--- config.mk ---
export PLATFORM = sky130hd
export DESIGN_NAME = fm_mmr_top
export DESIGN_NICKNAME = d
export VERILOG_FILES = /design/src/source/fm_mmr_pkg.sv /design/src/source/fm_bus_port.sv /design/src/source/fm_ch3_fnum.sv /design/src/source/fm_global_regs.sv /design/src/source/fm_mmr_top.sv /design/src/source/fm_prescaler.sv /design/src/source/fm_update_decode.sv
export SDC_FILE = /design/constraint.sdc
export NUM_CORES = 1
export LEC_CHECK = 0
export BUFFER_PORTS_ARGS = -buffer_cell sky130_fd_sc_hd__buf_2
export CAP_MARGIN = 20
export CORE_MARGIN = 2
export CORE_UTILIZATION = 48
export DETAILED_ROUTE_END_ITERATION = 6
export PLACE_DENSITY = 0.76
export SLEW_MARGIN = 20
export SYNTH_ARGS = -nofsm -noshare
export SYNTH_HDL_FRONTEND = slang
export SYNTH_SLANG_ARGS = --single-unit
export TNS_END_PERCENT = 10
--- constraint.sdc ---
create_clock -name clk -period 1.7 [get_ports clk]
set_clock_uncertainty 0.05 [all_clocks]
set_input_delay 0.17 -clock clk [delete_from_list [all_inputs] [get_ports clk]]
set_output_delay 0.17 -clock clk [all_outputs]
set_load 0.005 [all_outputs]
--- src/source/fm_mmr_pkg.sv ---
// FM register front end shared definitions
// Register map, field widths, update kinds and the internal bus structs
package fm_mmr_pkg;

    typedef logic [7:0]  reg_addr_t;
    typedef logic [7:0]  byte_t;
    typedef logic [10:0] fnum_t;
    typedef logic [2:0]  block_t;
    typedef logic [2:0]  ch_sel_t;   // Part bit over channel number
    typedef logic [1:0]  op_sel_t;
    typedef logic [1:0]  div_sel_t;

    // Global register addresses
    localparam reg_addr_t REG_TESTYM  = 8'h21;
    localparam reg_addr_t REG_LFO     = 8'h22;
    localparam reg_addr_t REG_CLKA1   = 8'h24;
    localparam reg_addr_t REG_CLKA2   = 8'h25;
    localparam reg_addr_t REG_CLKB    = 8'h26;
    localparam reg_addr_t REG_TIMER   = 8'h27;
    localparam reg_addr_t REG_KON     = 8'h28;
    localparam reg_addr_t REG_PCM     = 8'h2A;
    localparam reg_addr_t REG_PCM_EN  = 8'h2B;
    localparam reg_addr_t REG_DACTEST = 8'h2C;
    localparam reg_addr_t REG_CLK_N6  = 8'h2D;
    localparam reg_addr_t REG_CLK_N3  = 8'h2E;
    localparam reg_addr_t REG_CLK_N2  = 8'h2F;
    localparam reg_addr_t REG_CH3_OP1 = 8'hA9;
    localparam reg_addr_t REG_CH3_OP3 = 8'hA8;
    localparam reg_addr_t REG_CH3_OP2 = 8'hAA;

    localparam div_sel_t DIV_BY6 = 2'b11;   // Reset setting
    localparam div_sel_t DIV_BY2 = 2'b00;

    localparam int BUSY_ENABLES = 32;
    localparam int BUSY_CNT_W   = $clog2(BUSY_ENABLES);

    typedef enum logic [3:0] {
        UPD_NONE, UPD_FNUM_LO, UPD_ALG, UPD_PMS,
        UPD_DT1_MUL, UPD_TL, UPD_KS_AR, UPD_AMEN_DR,
        UPD_SR, UPD_SL_RR, UPD_SSGEG, UPD_KEYON
    } upd_kind_e;

    typedef struct packed {
        logic      valid;
        reg_addr_t addr;
        logic      part;
        byte_t     data;
    } wr_event_t;

    typedef struct packed {
        logic      valid;
        upd_kind_e kind;
        ch_sel_t   ch;
        op_sel_t   op;
        byte_t     data;
    } reg_update_t;

    typedef struct packed {
        logic [9:0] value_a;
        logic [7:0] value_b;
        logic       load_a;
        logic       load_b;
        logic       irq_en_a;
        logic       irq_en_b;
        logic       fast_timers;
    } timer_cfg_t;

    typedef struct packed {
        fnum_t  fnum;
        block_t block;
    } ch3_freq_t;

endpackage

--- src/source/fm_bus_port.sv ---
// Host bus port
// Registers the host inputs, keeps the register select and part bit,
// issues one write event per data write and models the busy flag
`timescale 1ns/1ns

module fm_bus_port import fm_mmr_pkg::*; (
    input  logic       clk,
    input  logic       rst,
    input  logic       write,
    input  logic [1:0] addr,
    input  byte_t      din,
    input  logic       clk_en,
    output wr_event_t  wr_ev,
    output logic       busy
);

    logic                  write_q;
    logic                  write_qq;   // Previous write, for edge detect
    logic [1:0]            addr_q;
    byte_t                 din_q;
    reg_addr_t             sel;
    logic                  part;
    logic [BUSY_CNT_W-1:0] busy_cnt;
    logic                  data_wr;

    assign data_wr = write_q && !write_qq && addr_q[0];

    // Input stage
    always_ff @(posedge clk) begin
        if (rst) begin
            write_q  <= 1'b0;
            write_qq <= 1'b0;
        end else begin
            write_q  <= write;
            write_qq <= write_q;
        end
        addr_q <= addr;
        din_q  <= din;
    end

    // Address cycle latches the register number
    always_ff @(posedge clk) begin
        if (rst) begin
            sel  <= '0;
            part <= 1'b0;
        end else if (write_q && !addr_q[0]) begin
            sel  <= din_q;
            part <= addr_q[1];
        end
    end

    always_ff @(posedge clk) begin
        if (rst) begin
            wr_ev.valid <= 1'b0;
        end else begin
            wr_ev.valid <= data_wr;
        end
        if (data_wr) begin
            wr_ev.addr <= sel;
            wr_ev.part <= part;
            wr_ev.data <= din_q;
        end
    end

    // Busy holds for BUSY_ENABLES synth enables, restarted by every data write
    always_ff @(posedge clk) begin
        if (rst) begin
            busy     <= 1'b0;
            busy_cnt <= '0;
        end else if (data_wr) begin
            busy     <= 1'b1;
            busy_cnt <= '0;
        end else if (clk_en && busy) begin
            if (busy_cnt == BUSY_CNT_W'(BUSY_ENABLES - 1)) busy <= 1'b0;
            busy_cnt <= busy_cnt + 1'b1;   // Wraps back to zero
        end
    end

endmodule

--- src/source/fm_ch3_fnum.sv ---
// Channel 3 special mode frequencies
// One frequency-high latch shared by all channels feeds the three
// per-operator fnum/block registers
`timescale 1ns/1ns

module fm_ch3_fnum import fm_mmr_pkg::*; (
    input  logic      clk,
    input  logic      rst,
    input  wr_event_t wr_ev,
    output ch3_freq_t ch3_op1,
    output ch3_freq_t ch3_op2,
    output ch3_freq_t ch3_op3
);

    logic [5:0] fnum_hi;    // Block and fnum bits 10:8
    ch3_freq_t  new_freq;

    always_comb begin
        new_freq.block = fnum_hi[5:3];
        new_freq.fnum  = {fnum_hi[2:0], wr_ev.data};
    end

    always_ff @(posedge clk) begin
        if (rst) begin
            fnum_hi <= '0;
            ch3_op1 <= '0;
            ch3_op2 <= '0;
            ch3_op3 <= '0;
        end else if (wr_ev.valid) begin
            case (wr_ev.addr)
                // Channel and ch3 operator high bytes, either part
                8'hA4, 8'hA5, 8'hA6, 8'hAC, 8'hAD, 8'hAE: fnum_hi <= wr_ev.data[5:0];
                REG_CH3_OP1: ch3_op1 <= new_freq;
                REG_CH3_OP2: ch3_op2 <= new_freq;
                REG_CH3_OP3: ch3_op3 <= new_freq;
                default: ;
            endcase
        end
    end

endmodule

--- src/source/fm_global_regs.sv ---
// Global register decoder
// Timers, LFO, test bits, clock divider and DAC sample for part 0
`timescale 1ns/1ns

module fm_global_regs import fm_mmr_pkg::*; (
    input  logic       clk,
    input  logic       rst,
    input  wr_event_t  wr_ev,
    output timer_cfg_t timer,
    output logic       clr_flag_a,
    output logic       clr_flag_b,
    output logic       lfo_en,
    output logic [2:0] lfo_freq,
    output logic       eg_stop,
    output logic       pg_stop,
    output logic       effect,
    output logic       csm,
    output div_sel_t   div,
    output logic [8:0] pcm,
    output logic       pcm_en,
    output logic       pcm_wr
);

    logic  part0_wr;
    byte_t d;

    assign part0_wr = wr_ev.valid && !wr_ev.part;
    assign d        = wr_ev.data;

    always_ff @(posedge clk) begin
        if (rst) begin
            timer      <= '0;
            clr_flag_a <= 1'b0;
            clr_flag_b <= 1'b0;
            lfo_en     <= 1'b0;
            lfo_freq   <= '0;
            eg_stop    <= 1'b0;
            pg_stop    <= 1'b0;
            effect     <= 1'b0;
            csm        <= 1'b0;
            div        <= DIV_BY6;
            pcm        <= '0;
            pcm_en     <= 1'b0;
            pcm_wr     <= 1'b0;
        end else begin
            // Strobes last a single clock
            clr_flag_a <= 1'b0;
            clr_flag_b <= 1'b0;
            pcm_wr     <= 1'b0;
            if (part0_wr) begin
                case (wr_ev.addr)
                    REG_TESTYM: begin
                        eg_stop           <= d[5];
                        pg_stop           <= d[3];
                        timer.fast_timers <= d[2];
                    end
                    REG_LFO:   {lfo_en, lfo_freq} <= d[3:0];
                    REG_CLKA1: timer.value_a[9:2] <= d;       // Upper bits of timer A
                    REG_CLKA2: timer.value_a[1:0] <= d[1:0];
                    REG_CLKB:  timer.value_b      <= d;
                    REG_TIMER: begin
                        effect <= |d[7:6];
                        csm    <= (d[7:6] == 2'b10);
                        {clr_flag_b, clr_flag_a, timer.irq_en_b, timer.irq_en_a,
                         timer.load_b, timer.load_a} <= d[5:0];
                    end
                    REG_CLK_N6: div[1] <= 1'b1;
                    REG_CLK_N3: div[0] <= 1'b1;
                    REG_CLK_N2: div    <= DIV_BY2;
                    REG_PCM: begin
                        pcm    <= {~d[7], d[6:0], 1'b1};  // Offset binary to signed
                        pcm_wr <= 1'b1;
                    end
                    REG_DACTEST: pcm[0] <= d[3];
                    REG_PCM_EN:  pcm_en <= d[7];
                    default: ;
                endcase
            end
        end
    end

endmodule

--- src/source/fm_mmr_top.sv ---
// FM sound chip register front end
// Host port, global and channel-3 registers, update events and synth prescaler
`timescale 1ns/1ns

module fm_mmr_top import fm_mmr_pkg::*; (
    input  logic        clk,
    input  logic        rst,
    input  logic        cen,
    input  logic        write,
    input  logic [1:0]  addr,
    input  byte_t       din,
    output logic        clk_en,
    output logic        busy,
    output timer_cfg_t  timer,
    output logic        clr_flag_a,
    output logic        clr_flag_b,
    output logic        lfo_en,
    output logic [2:0]  lfo_freq,
    output logic        eg_stop,
    output logic        pg_stop,
    output logic        effect,
    output logic        csm,
    output div_sel_t    div,
    output logic [8:0]  pcm,
    output logic        pcm_en,
    output logic        pcm_wr,
    output ch3_freq_t   ch3_op1,
    output ch3_freq_t   ch3_op2,
    output ch3_freq_t   ch3_op3,
    output reg_update_t upd
);

    wr_event_t wr_ev;   // Shared by all decoders

    fm_prescaler u_presc (
        .clk    (clk),
        .rst    (rst),
        .cen    (cen),
        .div    (div),
        .clk_en (clk_en)
    );

    fm_bus_port u_port (
        .clk    (clk),
        .rst    (rst),
        .write  (write),
        .addr   (addr),
        .din    (din),
        .clk_en (clk_en),
        .wr_ev  (wr_ev),
        .busy   (busy)
    );

    fm_global_regs u_global (
        .clk        (clk),
        .rst        (rst),
        .wr_ev      (wr_ev),
        .timer      (timer),
        .clr_flag_a (clr_flag_a),
        .clr_flag_b (clr_flag_b),
        .lfo_en     (lfo_en),
        .lfo_freq   (lfo_freq),
        .eg_stop    (eg_stop),
        .pg_stop    (pg_stop),
        .effect     (effect),
        .csm        (csm),
        .div        (div),
        .pcm        (pcm),
        .pcm_en     (pcm_en),
        .pcm_wr     (pcm_wr)
    );

    fm_ch3_fnum u_ch3 (
        .clk     (clk),
        .rst     (rst),
        .wr_ev   (wr_ev),
        .ch3_op1 (ch3_op1),
        .ch3_op2 (ch3_op2),
        .ch3_op3 (ch3_op3)
    );

    fm_update_decode u_upd (
        .clk   (clk),
        .rst   (rst),
        .wr_ev (wr_ev),
        .upd   (upd)
    );

endmodule

--- src/source/fm_prescaler.sv ---
// Synth clock prescaler
// Divides the incoming clock enable by 6, 3 or 2 per the divider registers
`timescale 1ns/1ns

module fm_prescaler import fm_mmr_pkg::*; (
    input  logic     clk,
    input  logic     rst,
    input  logic     cen,
    input  div_sel_t div,
    output logic     clk_en
);

    logic [2:0] cnt;
    logic [2:0] last;       // Terminal count of the running period
    logic [2:0] next_last;

    always_comb begin
        case (div)
            2'b00:   next_last = 3'd1;   // Divide by 2
            2'b01:   next_last = 3'd2;   // Divide by 3
            default: next_last = 3'd5;
        endcase
    end

    assign clk_en = cen && (cnt == last);

    // New setting is picked up only at the wrap
    always_ff @(posedge clk) begin
        if (rst) begin
            cnt  <= '0;
            last <= 3'd5;
        end else if (cen) begin
            if (cnt == last) begin
                cnt  <= '0;
                last <= next_last;
            end else begin
                cnt <= cnt + 3'd1;
            end
        end
    end

endmodule

--- src/source/fm_update_decode.sv ---
// Channel and operator update decoder
// Turns each data write into a one-clock update event for the register file
`timescale 1ns/1ns

module fm_update_decode import fm_mmr_pkg::*; (
    input  logic        clk,
    input  logic        rst,
    input  wr_event_t   wr_ev,
    output reg_update_t upd
);

    upd_kind_e kind;

    always_comb begin
        kind = UPD_NONE;
        if (wr_ev.addr == REG_KON) begin
            kind = UPD_KEYON;
        end else if (wr_ev.addr[1:0] != 2'b11) begin   // Slot 3 does not exist
            case (wr_ev.addr[7:4])
                4'h3: kind = UPD_DT1_MUL;
                4'h4: kind = UPD_TL;
                4'h5: kind = UPD_KS_AR;
                4'h6: kind = UPD_AMEN_DR;
                4'h7: kind = UPD_SR;
                4'h8: kind = UPD_SL_RR;
                4'h9: kind = UPD_SSGEG;
                4'hA: if (wr_ev.addr[3:2] == 2'b00) kind = UPD_FNUM_LO;
                4'hB: begin
                    if (wr_ev.addr[3:2] == 2'b00) kind = UPD_ALG;
                    else if (wr_ev.addr[3:2] == 2'b01) kind = UPD_PMS;
                end
                default: kind = UPD_NONE;
            endcase
        end
    end

    always_ff @(posedge clk) begin
        if (rst) begin
            upd <= '0;
        end else begin
            upd.valid <= wr_ev.valid;
            upd.kind  <= kind;
            upd.ch    <= {wr_ev.part, wr_ev.addr[1:0]};
            upd.op    <= wr_ev.addr[3:2];      // Slot order S1, S3, S2, S4
            upd.data  <= wr_ev.data;
        end
    end

endmodule

=== Word-level counts from Yosys, hierarchy flattened ===
Cells that the tools add are included.

* Output and inout port bits: 108
* Flip-flop bits (word level): 163
* Logic and storage cells: 146
* Bits of input ports: 14

* Eq/ne operators: 37
* Add/sub/neg operators: 2
* Reductions and logical operators: 39
* Bitwise gates (word level): 4
* Muxes and demuxes: 15

{| class="wikitable"
|+ Operators by type and width
! kind !! count
|-
| equality test 8 x 6 -> 1 bit (second input constant) || 13
|-
| equality test 8 bit (second input constant) || 9
|-
| one-hot mux 4 bit (9 select lines) || 1
|-
| AND reduction 2 bit || 17
|-
| equality test 4 x 3 -> 1 bit (second input constant) || 4
|-
| equality test 4 bit (second input constant) || 4
|-
| two-way mux 4 bit || 3
|-
| nonzero test 2 bit || 5
|-
| logical AND 1 bit || 6
|-
| one-hot mux 1 bit (2 select lines) || 3
|-
| one-hot mux 3 bit (2 select lines) || 1
|-
| OR reduction 2 bit || 3
|-
| OR reduction 3 bit || 2
|-
| OR reduction 6 bit || 1
|-
| adder 5 x 1 -> 5 bit (second input constant) || 1
|-
| equality test 5 bit (second input constant) || 1
|-
| two-way mux 1 bit || 5
|-
| equality test 2 x 1 -> 1 bit (second input constant) || 2
|-
| equality test 4 x 2 -> 1 bit (second input constant) || 1
|-
| logical NOT 2 bit || 2
|-
| NOT 1 bit || 4
|-
| adder 3 x 1 -> 3 bit (second input constant) || 1
|-
| equality test 3 bit || 1
|-
| logical NOT 1 bit || 3
|-
| 4 further kinds || 4
|}

=== Longest topological paths before layout ===
Gate-level depths: netlist of run 1.

* Depth in word-level cells: 6
* Gate-level depth with buffers: 8
* Depth with buffers taken out: 5

=== Cells and area by module ===
Synthesis of run 1 repeated with hierarchy kept, for this count alone.

* Cell total of the unflattened synthesis: 596
* Area total of the unflattened synthesis: 6319.8 µm²

{| class="wikitable"
|+ By module, submodules not included
! module !! area each (µm²) !! times used !! cells an instance !! seq. area each (µm²)
|-
| fm_global_regs || 2058.2 || 1 || 230 || 920.9
|-
| fm_ch3_fnum || 1953.1 || 1 || 172 || 960.9
|-
| fm_bus_port || 1370.1 || 1 || 105 || 1071.0
|-
| fm_update_decode || 649.4 || 1 || 62 || 360.3
|-
| fm_prescaler || 289.0 || 1 || 27 || 120.1
|}

=== Worst setup path before layout of run 1 ===
Ideal clock, no wire load.

* Kind: flip-flop to flip-flop
* Start: register, netlist name u_port.wr_ev[12]
* End: register u_global.csm
* Data arrival time: 1.695 ns
* Path buffers: 1
* Library setup time: 0.067 ns
* Setup slack: -0.112 ns
* Required time: 1.583 ns
* Cell stages (with the launch flop): 6
* Period minus slack after synthesis: 1.812 ns
* Cells stage by stage: edfxtp_1 > buf_6 > nor4b_4 > nand3_4 > or3b_1 > a21oi_2

* Word-level cells in the longest chain between the ends: 2

{| class="wikitable"
|+ RTL lines
! element !! line !! text
|-
| equality test 8 x 6 -> 1 bit || fm_global_regs.sv:51 || <nowiki>case (wr_ev.addr)</nowiki>
|-
| AND reduction 2 bit (no line) || - ||
|-
| end signal, assigned || fm_global_regs.sv:63 || <nowiki>csm <= (d[7:6] == 2'b10);</nowiki>
|-
| end, declared || fm_global_regs.sv:17 || <nowiki>output logic csm,</nowiki>
|}

Every way passes these cells.
A chain may end at the register's enable or synchronous reset.

=== Worst setup path after layout of run 1 ===
* Start: register, netlist name u_port.wr_ev[15]
* End: register, netlist name u_ch3.ch3_op3[5]

* Word-level cells in the longest chain between the ends: 2

{| class="wikitable"
|+ RTL lines
! element !! line !! text
|-
| equality test 8 bit || fm_ch3_fnum.sv:30 || <nowiki>case (wr_ev.addr)</nowiki>
|-
| AND reduction 2 bit (no line) || - ||
|}

Every way passes these cells.

==> impl_metrics.yaml, run 1 <==
sta:
  fmax_ghz: 0.567
  slew_viol_final: 0
  setup_ws_ns: -0.0643
  rsz0062_at_grt: "true"
  setup_violations: 17
  timing.final.crit_share_pct: 104
  relSlewSlack_pct: 56.6
  period_needed_ns: 1.76
  fin_worst_hold_slack_ns: 0.0756
  worst_pin_slew_ns: 0.651
  finalHoldViolCount: 0
  fin_setup_tns_ns: -0.290
logic_synthesis:
  yosys_warnings: 0
  synth_edf_count: 17
  postSynth.asyncResetShare_pct: 0
  yosys_most_used_dff: "dfxtp_1"
  synth_cell_types: 45
  yosys_register_bits: 163
  syn_area_um2: 5740
  postSynthAreaPerCell_um2: 9.99
  ys_seq_area_share_pct: 59.8
  synthCells: 575
  syn_nets: 592
setup_path:
  worstPathCellList: "nor4b_4 > buf_4 > and3_4 > buf_4 > nand2_1 > a21oi_2"
  slowest_stage: "edfxtp_1"
  crit_end: "u_ch3.ch3_op3[5]$_SDFFE_PP0P_"
  critPathMaxFanout: 8
  cp_slowest_stage_delay_ns: 0.46
  critPathKind: "reg -> reg"
  startpoint: "u_port.wr_ev[15]$_DFFE_PP_"
  r2r_start: "u_port.wr_ev[15]$_DFFE_PP_"
  arrival_ns: 2.06
  worstRegToRegCells: 6
  critPathLaunchType: "flip-flop"
  cp_common_cell: "buf_4"
  required_ns: 1.99
  r2r_end: "u_ch3.ch3_op3[5]$_SDFFE_PP0P_"
  critPathCaptureType: "flip-flop"
  r2r_slack_ns: -0.06
cells_and_area:
  syn2layout_area_growth_pct: 30.2
  final_common_cell: "dfxtp_1"
  layout.cells.non_filler: 876
  drive_above_1_share_pct: 29.1
  diodes: 0
  fill_cells: 944
  utilization_pct: 64.6
  fin_nets: 738
  layout_common_cells: "146 x dfxtp_1, 120 x buf_2, 105 x nand2_1, 59 x nor2_1, 49 x a21oi_1"
place:
  portBuffers: 121
  place_ws_ns: -0.143
  dp_hpwl_um: 9310
  gp_congestion: 0.787
  dp.cells: 829
power:
  clkPwrFrac_pct: 46.9
  leakage_nw: 3.43
  swShare_pct: 20.6
  p_sw_w: 0.00164
  comb_power_share_pct: 2.8
  p_int_w: 0.00630
  max-vdd-ir-drop_mv: 0.629
  seq_power_share_pct: 50.3
  powerDensity_nw_per_um2: 1060
die:
  start_util_pct: 49.7
  rows: 39
  die_y_um: 113
  die_area_um2: 12900
  core_um2: 11600
  top_level_ports: 122
  die-width_um: 113
global_routing:
  grt_max_degree: 48
  grt_pass1_wl_um: 22500
  grt.overflow.total: 0
  grt_usage_pct: 22.6
  antenna_found_initial: 0
  grt_pass1_vias: 4419
outcome:
  violations: "setup timing"
  status: "finished, violations left"
clock_network:
  cts_tree: "yes"
  htree_levels: 4
  clockBufferDepth: 2
  clk_latency_ns: 0.42
  cts_made_buffers: 17
  clock-sinks: 163
  cts-root-buf: "clkbuf_16"
  path_clk_slew_ns: 0.06
routing:
  drc_errors: 0
  viasPerCell: 5.21
  drtIter0Drc: 299
  dr.pass1.iters: 4
  drt_wl_total_um: 14300
  antenna_left: 0
  vias: 4565
  wl_per_cell_um: 16.4
worst_hold_path:
  hold_class: "in -> reg"
flow_run:
  cap_violations: 0
-- how the worst min path moves through the flow --
stage | start | endpoint | slack, ns | depth (start not counted)
floorplan | addr[0] | u_port.addr_q[0]$_DFF_P_ | 0.15 | 0
global placement | addr[0] | u_port.addr_q[0]$_DFF_P_ | 0.22 | 1
detailed placement | din[6] | u_port.din_q[6]$_DFF_P_ | 0.22 | 1
CTS | cen | u_presc.cnt[0]$_SDFFE_PP0P_ | 0.07 | 3
global route | cen | u_presc.cnt[0]$_SDFFE_PP0P_ | 0.07 | 3
finish | cen | u_presc.cnt[1]$_SDFFE_PP0P_ | 0.08 | 3
-- per-stage QoR --
| step | area (µm²) | total power (W) |
|---|---|---|
| floorplan | 5740 | 0.00418 |
| global placement | 6650 | 0.00426 |
| detailed placement | 6650 | 0.00426 |
| CTS | 7410 | 0.00796 |
| global route | 7480 | 0.00820 |
| finish | 7480 | 0.00793 |
-- cells in the mapped netlist (4+ instances only) --
| master | n | area [µm²] |
|---|---|---|
| mux2i_1 | 48 | 480 |
| nand2_1 | 107 | 402 |
| buf_2 | 6 | 30.0 |
| and3_1 | 5 | 31.3 |
| edfxtp_1 | 17 | 510 |
| xnor2_1 | 6 | 52.6 |
| nand4_1 | 6 | 37.5 |
| nor2_1 | 59 | 221 |
| nor3_1 | 7 | 35.0 |
| inv_1 | 4 | 15.0 |
| a21oi_1 | 54 | 270 |
| nand3_1 | 6 | 30.0 |
| nor2b_1 | 23 | 144 |
| clkbuf_1 | 28 | 105 |
| dfxtp_1 | 146 | 2920 |
-- registers in the layout, summed over array words and instances, names as in the netlist, 2 cells and up --
register	cells
u_port.addr_q	2
u_ch3.ch3_op2	14
u_port.sel	8
u_upd.upd	18
u_global.lfo_freq	3
u_ch3.ch3_op3	14
u_global.div	2
u_global.timer	23
u_ch3.fnum_hi	6
u_ch3.ch3_op1	14
u_port.wr_ev	18
u_global.pcm	9
u_port.din_q	8
u_port.busy_cnt	5
u_presc.cnt	3
u_presc.last	3
-- metal layers --
layer	up-vias	GRT usage [%]	routed length [µm]
met5	-	0	0
met4	0	8.54	271
met3	26	6.75	874
met2	166	36.4	6990
met1	2172	28.8	6190
li1	2201	-	-
-- repair_timing --
| action | in CTS | in global routing |
|---|---|---|
| endpoints found under the hold margin | 12 | 0 |
| pin swaps | 2 | 4 |
| gates resized for setup | 8 | 11 |
| gates cloned | 0 | 1 |
| endpoints found under the setup margin | 53 | 77 |
| buffers inserted | 3 | 0 |
| hold buffers | 12 | 0 |
-- power by group through the flow --
| stage | clock, W | combinational, W | sequential (W) |
|---|---|---|---|
| 6_report | 0.00372 | 0.000219 | 0.00399 |
| 2_1_floorplan | 0 | 0.000126 | 0.00405 |
| 3_5_place_dp | 0 | 0.000192 | 0.00407 |
| 4_1_cts | 0.00376 | 0.000217 | 0.00399 |
| 5_1_grt | 0.00396 | 0.000240 | 0.00399 |
| 3_3_place_gp | 0 | 0.000186 | 0.00407 |
-- layout make-up --
type                       count  area, µm²  area share, %
clock inverter                10        109           1.46
sequential                   163       3430           45.9
inverter                       4       15.0          0.201
tap                          143        179           2.39
multi-input combinational    366       2180           29.2
clock buffer                  21        470           6.29
timing repair buffer         169       1090           14.5
-- logic make-up (layout without fill, tap and decap cells) --
logic type / count (synthesis) / count (layout) / share of synthesized area, %
mux: 48 / 48 / 8.37
fa+ha+maj: 3 / 3 / 0.654
flops: 163 / 163 / 59.8
buf+inv: 46 / 204 / 3.59
xor+xnor: 8 / 8 / 1.22
simple gates: 236 / 236 / 19.4
compound gates: 71 / 71 / 6.97
-- critical path, delay by kind of cell, from the launching register on --
family          cells  cell delay, ns
simple gates        3            0.64
flops               1            0.46
compound gates      1            0.19
buf+inv             2            0.34
No activity file was read; power rests on OpenSTA's default activity.
==> run 2: changes to the inputs <==
--- a/config.mk
+++ b/config.mk
@@ -8,9 +8,9 @@
 export BUFFER_PORTS_ARGS = -buffer_cell sky130_fd_sc_hd__buf_2
 export CAP_MARGIN = 20
 export CORE_MARGIN = 2
-export CORE_UTILIZATION = 48
+export CORE_UTILIZATION = 54
 export DETAILED_ROUTE_END_ITERATION = 6
-export PLACE_DENSITY = 0.76
+export PLACE_DENSITY = 0.81
 export SLEW_MARGIN = 20
 export SYNTH_ARGS = -nofsm -noshare
 export SYNTH_HDL_FRONTEND = slang
==> constraint.sdc (replaced) <==
create_clock -name clk -period 2 [get_ports clk]
set_clock_uncertainty 0.05 [all_clocks]
set_input_delay 0.2 -clock clk [delete_from_list [all_inputs] [get_ports clk]]
set_output_delay 0.2 -clock clk [all_outputs]
set_load 0.005 [all_outputs]
==> impl_metrics.yaml, run 2 (same netlist as run 1, synthesis figures left out) <==
place:
  portBuffers: 121
  dp_hpwl_um: 8950
  gp_congestion: 0.880
  dp.cells: 809
cells_and_area:
  fin_nets: 721
  largest_register: "u_global.timer"
  reg_top3: "u_global.timer: 23 flops, u_port.wr_ev: 18 flops, u_upd.upd: 18 flops"
  largest_reg_flops: 23
  drive_above_1_share_pct: 25.8
  fill_cells: 748
  syn2layout_area_growth_pct: 24.8
  diodes: 0
  layout_common_cells: "146 x dfxtp_1, 120 x buf_2, 107 x nand2_1, 59 x nor2_1, 54 x a21oi_1"
  layout.cells.non_filler: 852
  final_common_cell: "dfxtp_1"
routing:
  antenna_left: 0
  drc_errors: 0
  dr.pass1.iters: 5
  met2_length_um: 6620
  met1_length_um: 5590
  viasPerCell: 5.34
  top_layer: "met4"
  dr_wl_met3_um: 939
  wl_per_cell_um: 15.8
  drtIter0Drc: 307
  drt_wl_total_um: 13500
  vias: 4551
flow_run:
  cap_violations: 0
power:
  max-vdd-ir-drop_mv: 0.626
  leakage_nw: 3.29
  total_power_w: 0.00659
  p_int_w: 0.00514
  p_sw_w: 0.00145
  comb_power_share_pct: 2.4
  powerDensity_nw_per_um2: 919
  swShare_pct: 22.0
  seq_power_share_pct: 51.5
  clkPwrFrac_pct: 46.0
global_routing:
  antenna_found_initial: 0
  grt_max_degree: 48
  grt.overflow.total: 0
  grt_usage_pct: 23.8
  grt_pass1_wl_um: 20900
  grt_pass1_vias: 4174
outcome:
  status: "finished, final reports clean"
die:
  core_um2: 10300
  start_util_pct: 55.6
  die_area_um2: 11500
  top_level_ports: 122
  die_y_um: 107
  die-width_um: 107
  rows: 37
clock_network:
  clock-sinks: 163
  cts_made_buffers: 17
  path_clk_slew_ns: 0.07
  cts_tree: "yes"
  clk_latency_ns: 0.52
  clockBufferDepth: 2
  cts-root-buf: "clkbuf_8"
  htree_levels: 4
worst_hold_path:
  whs_endpoint: "u_upd.upd[12]$_SDFF_PP0_"
  hold_class: "in -> reg"
  holdCritStartpoint: "rst"
  holdPathStages: 2
sta:
  worst_pin_slew_ns: 0.603
  finalHoldViolCount: 0
  fmax_ghz: 0.523
  slew_viol_final: 0
  fin_worst_hold_slack_ns: 0.0778
  relSlewSlack_pct: 59.7
  timing.final.crit_share_pct: 95.5
  setup_violations: 0
  period_needed_ns: 1.91
  rsz0062_at_grt: "true"
setup_path:
  arrival_ns: 2.29
  slowest_stage: "edfxtp_1"
  cp_common_cell: "buf_4"
  cp_slowest_stage_delay_ns: 0.48
  r2r_slack_ns: 0.09
  critPathLaunchType: "flip-flop"
  worstPathCellList: "nor4b_2 > buf_4 > and3_1 > buf_4 > nand2_1 > a21oi_1"
  required_ns: 2.38
  r2r_start: "u_port.wr_ev[15]$_DFFE_PP_"
  worstRegToRegCells: 6
  r2r_end: "u_ch3.ch3_op2[11]$_SDFFE_PP0P_"
  critPathKind: "reg -> reg"
  critPathCaptureType: "flip-flop"
  critPathMaxFanout: 14
==> run 2: cell types whose count changed in the layout (fill, tap and decap cells not counted), sizes merged <==
cell,change
clkbuf,-2
bufinv,-2
buf,-16
inv,+4
clkinvlp,+2
clkinv,-3
==> run 2: stage by stage <==
stage | setup WS [ns] | cell area [µm²] | util (%) | setup TNS (ns)
after detailed placement | 0.122 | 6480 | 62.8 | 0
after global placement | 0.207 | 6480 | 62.8 | 0
after CTS | 0.0707 | 7170 | 69.4 | 0
final | 0.0896 | 7170 | 69.4 | 0
after floorplan | 0.188 | 5740 | - | 0
after global routing | -0.0338 | 7170 | 69.4 | -0.0667
==> run 2: worst max-delay path, delay by kind of cell, from the launching register on <==
kind | cells | cell delay, ns
compound gates | 1 | 0.19
flops | 1 | 0.48
buf+inv | 2 | 0.43
simple gates | 3 | 0.66
==> run 2: per-layer routing <==
layer | vias to the layer above | global-route usage [%]
li1 | 2173 | -
met4 | 0 | 9.74
met1 | 2152 | 30.4
met5 | - | 0
met3 | 30 | 5.47
met2 | 196 | 39.0
==> run 2: area by class of cell <==
cell class                 count  area [µm²]  share of cell area, %
clock buffer                  20         478                   6.67
clock inverter                11        91.3                   1.27
inverter                       4        15.0                  0.209
multi-input combinational    366        2110                   29.4
sequential                   163        3430                   47.9
tap                          136         170                   2.37
timing repair buffer         152         871                   12.1
==> run 2: power groups by stage <==
stage	sequential, W	combinational [W]	clock [W]
floorplan	0.00344	0.000107	0
global placement	0.00346	0.000139	0
detailed placement	0.00347	0.000142	0
CTS	0.00339	0.000161	0.00307
global route	0.00340	0.000178	0.00321
finish	0.00340	0.000160	0.00303
==> run 2: worst max path at each step <==
stage | slack (ns) | start | endpoint | cells past startpoint
5_1_grt | -0.03 | u_port.wr_ev[13]$_DFFE_PP_ | u_global.timer[9]$_SDFFE_PP0P_ | 5
2_1_floorplan | 0.19 | u_port.wr_ev[12]$_DFFE_PP_ | u_global.csm$_SDFFE_PP0N_ | 5
4_1_cts | 0.07 | u_presc.cnt[1]$_SDFFE_PP0P_ | clk_en | 3
3_5_place_dp | 0.12 | u_port.wr_ev[13]$_DFFE_PP_ | u_global.csm$_SDFFE_PP0N_ | 5
6_report | 0.09 | u_port.wr_ev[15]$_DFFE_PP_ | u_ch3.ch3_op2[11]$_SDFFE_PP0P_ | 6
3_3_place_gp | 0.21 | u_port.wr_ev[13]$_DFFE_PP_ | u_global.csm$_SDFFE_PP0N_ | 5
==> run 2: timing repair <==
action	4_1_cts	5_1_grt
buffers inserted	0	0
setup endpoints to repair	0	6
hold buffers	12	0
resized for setup	0	1
hold endpoints to repair	12	0
==> run 3: changes to the inputs <==
--- a/config.mk
+++ b/config.mk
@@ -11,6 +11,7 @@
 export CORE_UTILIZATION = 54
 export DETAILED_ROUTE_END_ITERATION = 6
 export PLACE_DENSITY = 0.81
+export REMOVE_ABC_BUFFERS = 1
 export SLEW_MARGIN = 20
 export SYNTH_ARGS = -nofsm -noshare
 export SYNTH_HDL_FRONTEND = slang
==> impl_metrics.yaml, run 3 (same netlist as run 1, synthesis figures left out) <==
setup_path:
  critPathMaxFanout: 9
  r2r_start: "u_port.wr_ev[15]$_DFFE_PP_"
  crit_end: "u_global.csm$_SDFFE_PP0N_"
  critPathKind: "reg -> reg"
  slowest_stage: "edfxtp_1"
  worstPathCellList: "nor4bb_4 > buf_4 > nand3_4 > or3b_1 > a21oi_2"
  path_buf_inv: 1
  worstRegToRegCells: 5
  arrival_ns: 2.28
  critPathTopFamily: "simple AND/OR/NAND/NOR gates"
  critPathCaptureType: "flip-flop"
  timing.critical_path.depth: 5
  startpoint: "u_port.wr_ev[15]$_DFFE_PP_"
  required_ns: 2.40
  r2r_end: "u_global.csm$_SDFFE_PP0N_"
  critPathLaunchType: "flip-flop"
  r2r_slack_ns: 0.12
  cp_slowest_stage_delay_ns: 0.50
clock_network:
  cts_tree: "yes"
  clk_latency_ns: 0.51
  clockBufferDepth: 2
  cts-root-buf: "clkbuf_8"
  path_clk_slew_ns: 0.07
  htree_levels: 4
  cts_made_buffers: 17
  clock-sinks: 163
cells_and_area:
  fill_cells: 740
  layout.cells.non_filler: 855
  largest_reg_flops: 23
  diodes: 0
  final_common_cell: "dfxtp_1"
  utilization_pct: 69.9
  syn2layout_area_growth_pct: 25.7
  largest_register: "u_global.timer"
  fin_nets: 723
  drive_above_1_share_pct: 26.0
  final_area_um2: 7220
  layout_common_cells: "146 x dfxtp_1, 120 x buf_2, 107 x nand2_1, 59 x nor2_1, 54 x a21oi_1"
  reg_top3: "u_global.timer: 23 flops, u_port.wr_ev: 18 flops, u_upd.upd: 18 flops"
global_routing:
  grt.overflow.total: 0
  grt_max_degree: 41
  grt_pass1_vias: 4298
  grt_usage_pct: 24.3
  antenna_found_initial: 0
  grt_pass1_wl_um: 21200
sta:
  setup_violations: 0
  relSlewSlack_pct: 59.6
  slew_viol_final: 0
  fmax_ghz: 0.531
  period_needed_ns: 1.88
  rsz0062_at_grt: "false"
  timing.final.crit_share_pct: 94.2
  finalHoldViolCount: 0
  worst_pin_slew_ns: 0.606
power:
  powerDensity_nw_per_um2: 931
  seq_power_share_pct: 50.5
  p_int_w: 0.00531
  p_sw_w: 0.00141
  total_power_w: 0.00672
  swShare_pct: 21.0
  clkPwrFrac_pct: 46.9
  comb_power_share_pct: 2.6
  max-vdd-ir-drop_mv: 0.891
  leakage_nw: 3.32
routing:
  viasPerCell: 5.26
  wl_per_cell_um: 15.9
  antenna_left: 0
  dr.pass1.iters: 5
  drc_errors: 0
  drt_wl_total_um: 13600
  vias: 4500
  drtIter0Drc: 257
place:
  portBuffers: 121
  dp.cells: 810
  place_area_um2: 6490
  dp_hpwl_um: 9080
  gp_congestion: 0.786
worst_hold_path:
  hold_class: "in -> reg"
die:
  core_um2: 10300
  die-width_um: 107
  die_y_um: 107
  rows: 37
  die_area_um2: 11500
  start_util_pct: 55.6
  top_level_ports: 122
flow_run:
  cap_violations: 0
outcome:
  status: "finished, final reports clean"
==> run 3: layout make-up <==
type,instances,area (µm²),area share (%)
Clock inverter,11,125,1.73
Timing Repair Buffer,154,888,12.3
Tap cell,136,170,2.36
Inverter,4,15.0,0.208
Clock buffer,21,459,6.36
Sequential cell,163,3430,47.6
Multi-Input combinational cell,366,2130,29.5
==> run 3: how the worst min path moves through the flow <==
| stage | startpoint | endpoint | slack, ns | cells past startpoint |
|---|---|---|---|---|
| 2_1_floorplan | addr[0] | u_port.addr_q[0]$_DFF_P_ | 0.18 | 0 |
| 3_3_place_gp | din[6] | u_port.din_q[6]$_DFF_P_ | 0.25 | 1 |
| 3_5_place_dp | din[5] | u_port.din_q[5]$_DFF_P_ | 0.25 | 1 |
| 4_1_cts | din[1] | u_port.din_q[1]$_DFF_P_ | 0.24 | 2 |
| 5_1_grt | din[1] | u_port.din_q[1]$_DFF_P_ | 0.23 | 2 |
| 6_report | din[1] | u_port.din_q[1]$_DFF_P_ | 0.26 | 2 |
==> run 3: power by group through the flow <==
stage          sequential, W  combinational, W  clock [W]
6_report             0.00339          0.000172    0.00315
5_1_grt              0.00340          0.000190    0.00334
4_1_cts              0.00339          0.000171    0.00319
3_5_place_dp         0.00347          0.000150          0
3_3_place_gp         0.00346          0.000144          0
2_1_floorplan        0.00345         0.0000575          0
==> run 3: what timing repair did <==
item                                    CTS  global route
buffers inserted                          0             0
pin swaps                                 0             1
hold buffers                             13             0
endpoints found under the setup margin    1            19
resized for setup                         1             3
endpoints found under the hold margin    13             0
==> run 3: per-stage QoR <==
step	setup slack, ns	setup TNS [ns]	hold WS (ns)
after floorplan	-0.612	-15.23	0.178
after global placement	0.151	0	0.252
after detailed placement	0.0551	0	0.254
after CTS	0.0449	0	0.240
after global routing	0.00347	0	0.234
final	0.116	0	0.257
==> run 3: worst register-to-register path, cell delays in order (launching register included) <==
cell and delay [ns]:
edfxtp_1 0.50, nor4bb_4 0.35, buf_4 0.21, nand3_4 0.14
or3b_1 0.44, a21oi_2 0.14
==> run 3: metal layers <==
metal | GRT usage, % | vias up | wire [µm]
met5 | 0 | - | 0
met4 | 8.81 | 0 | 301
met3 | 7.23 | 29 | 994
met2 | 42.3 | 167 | 6930
met1 | 28.2 | 2126 | 5370
li1 | - | 2178 | -
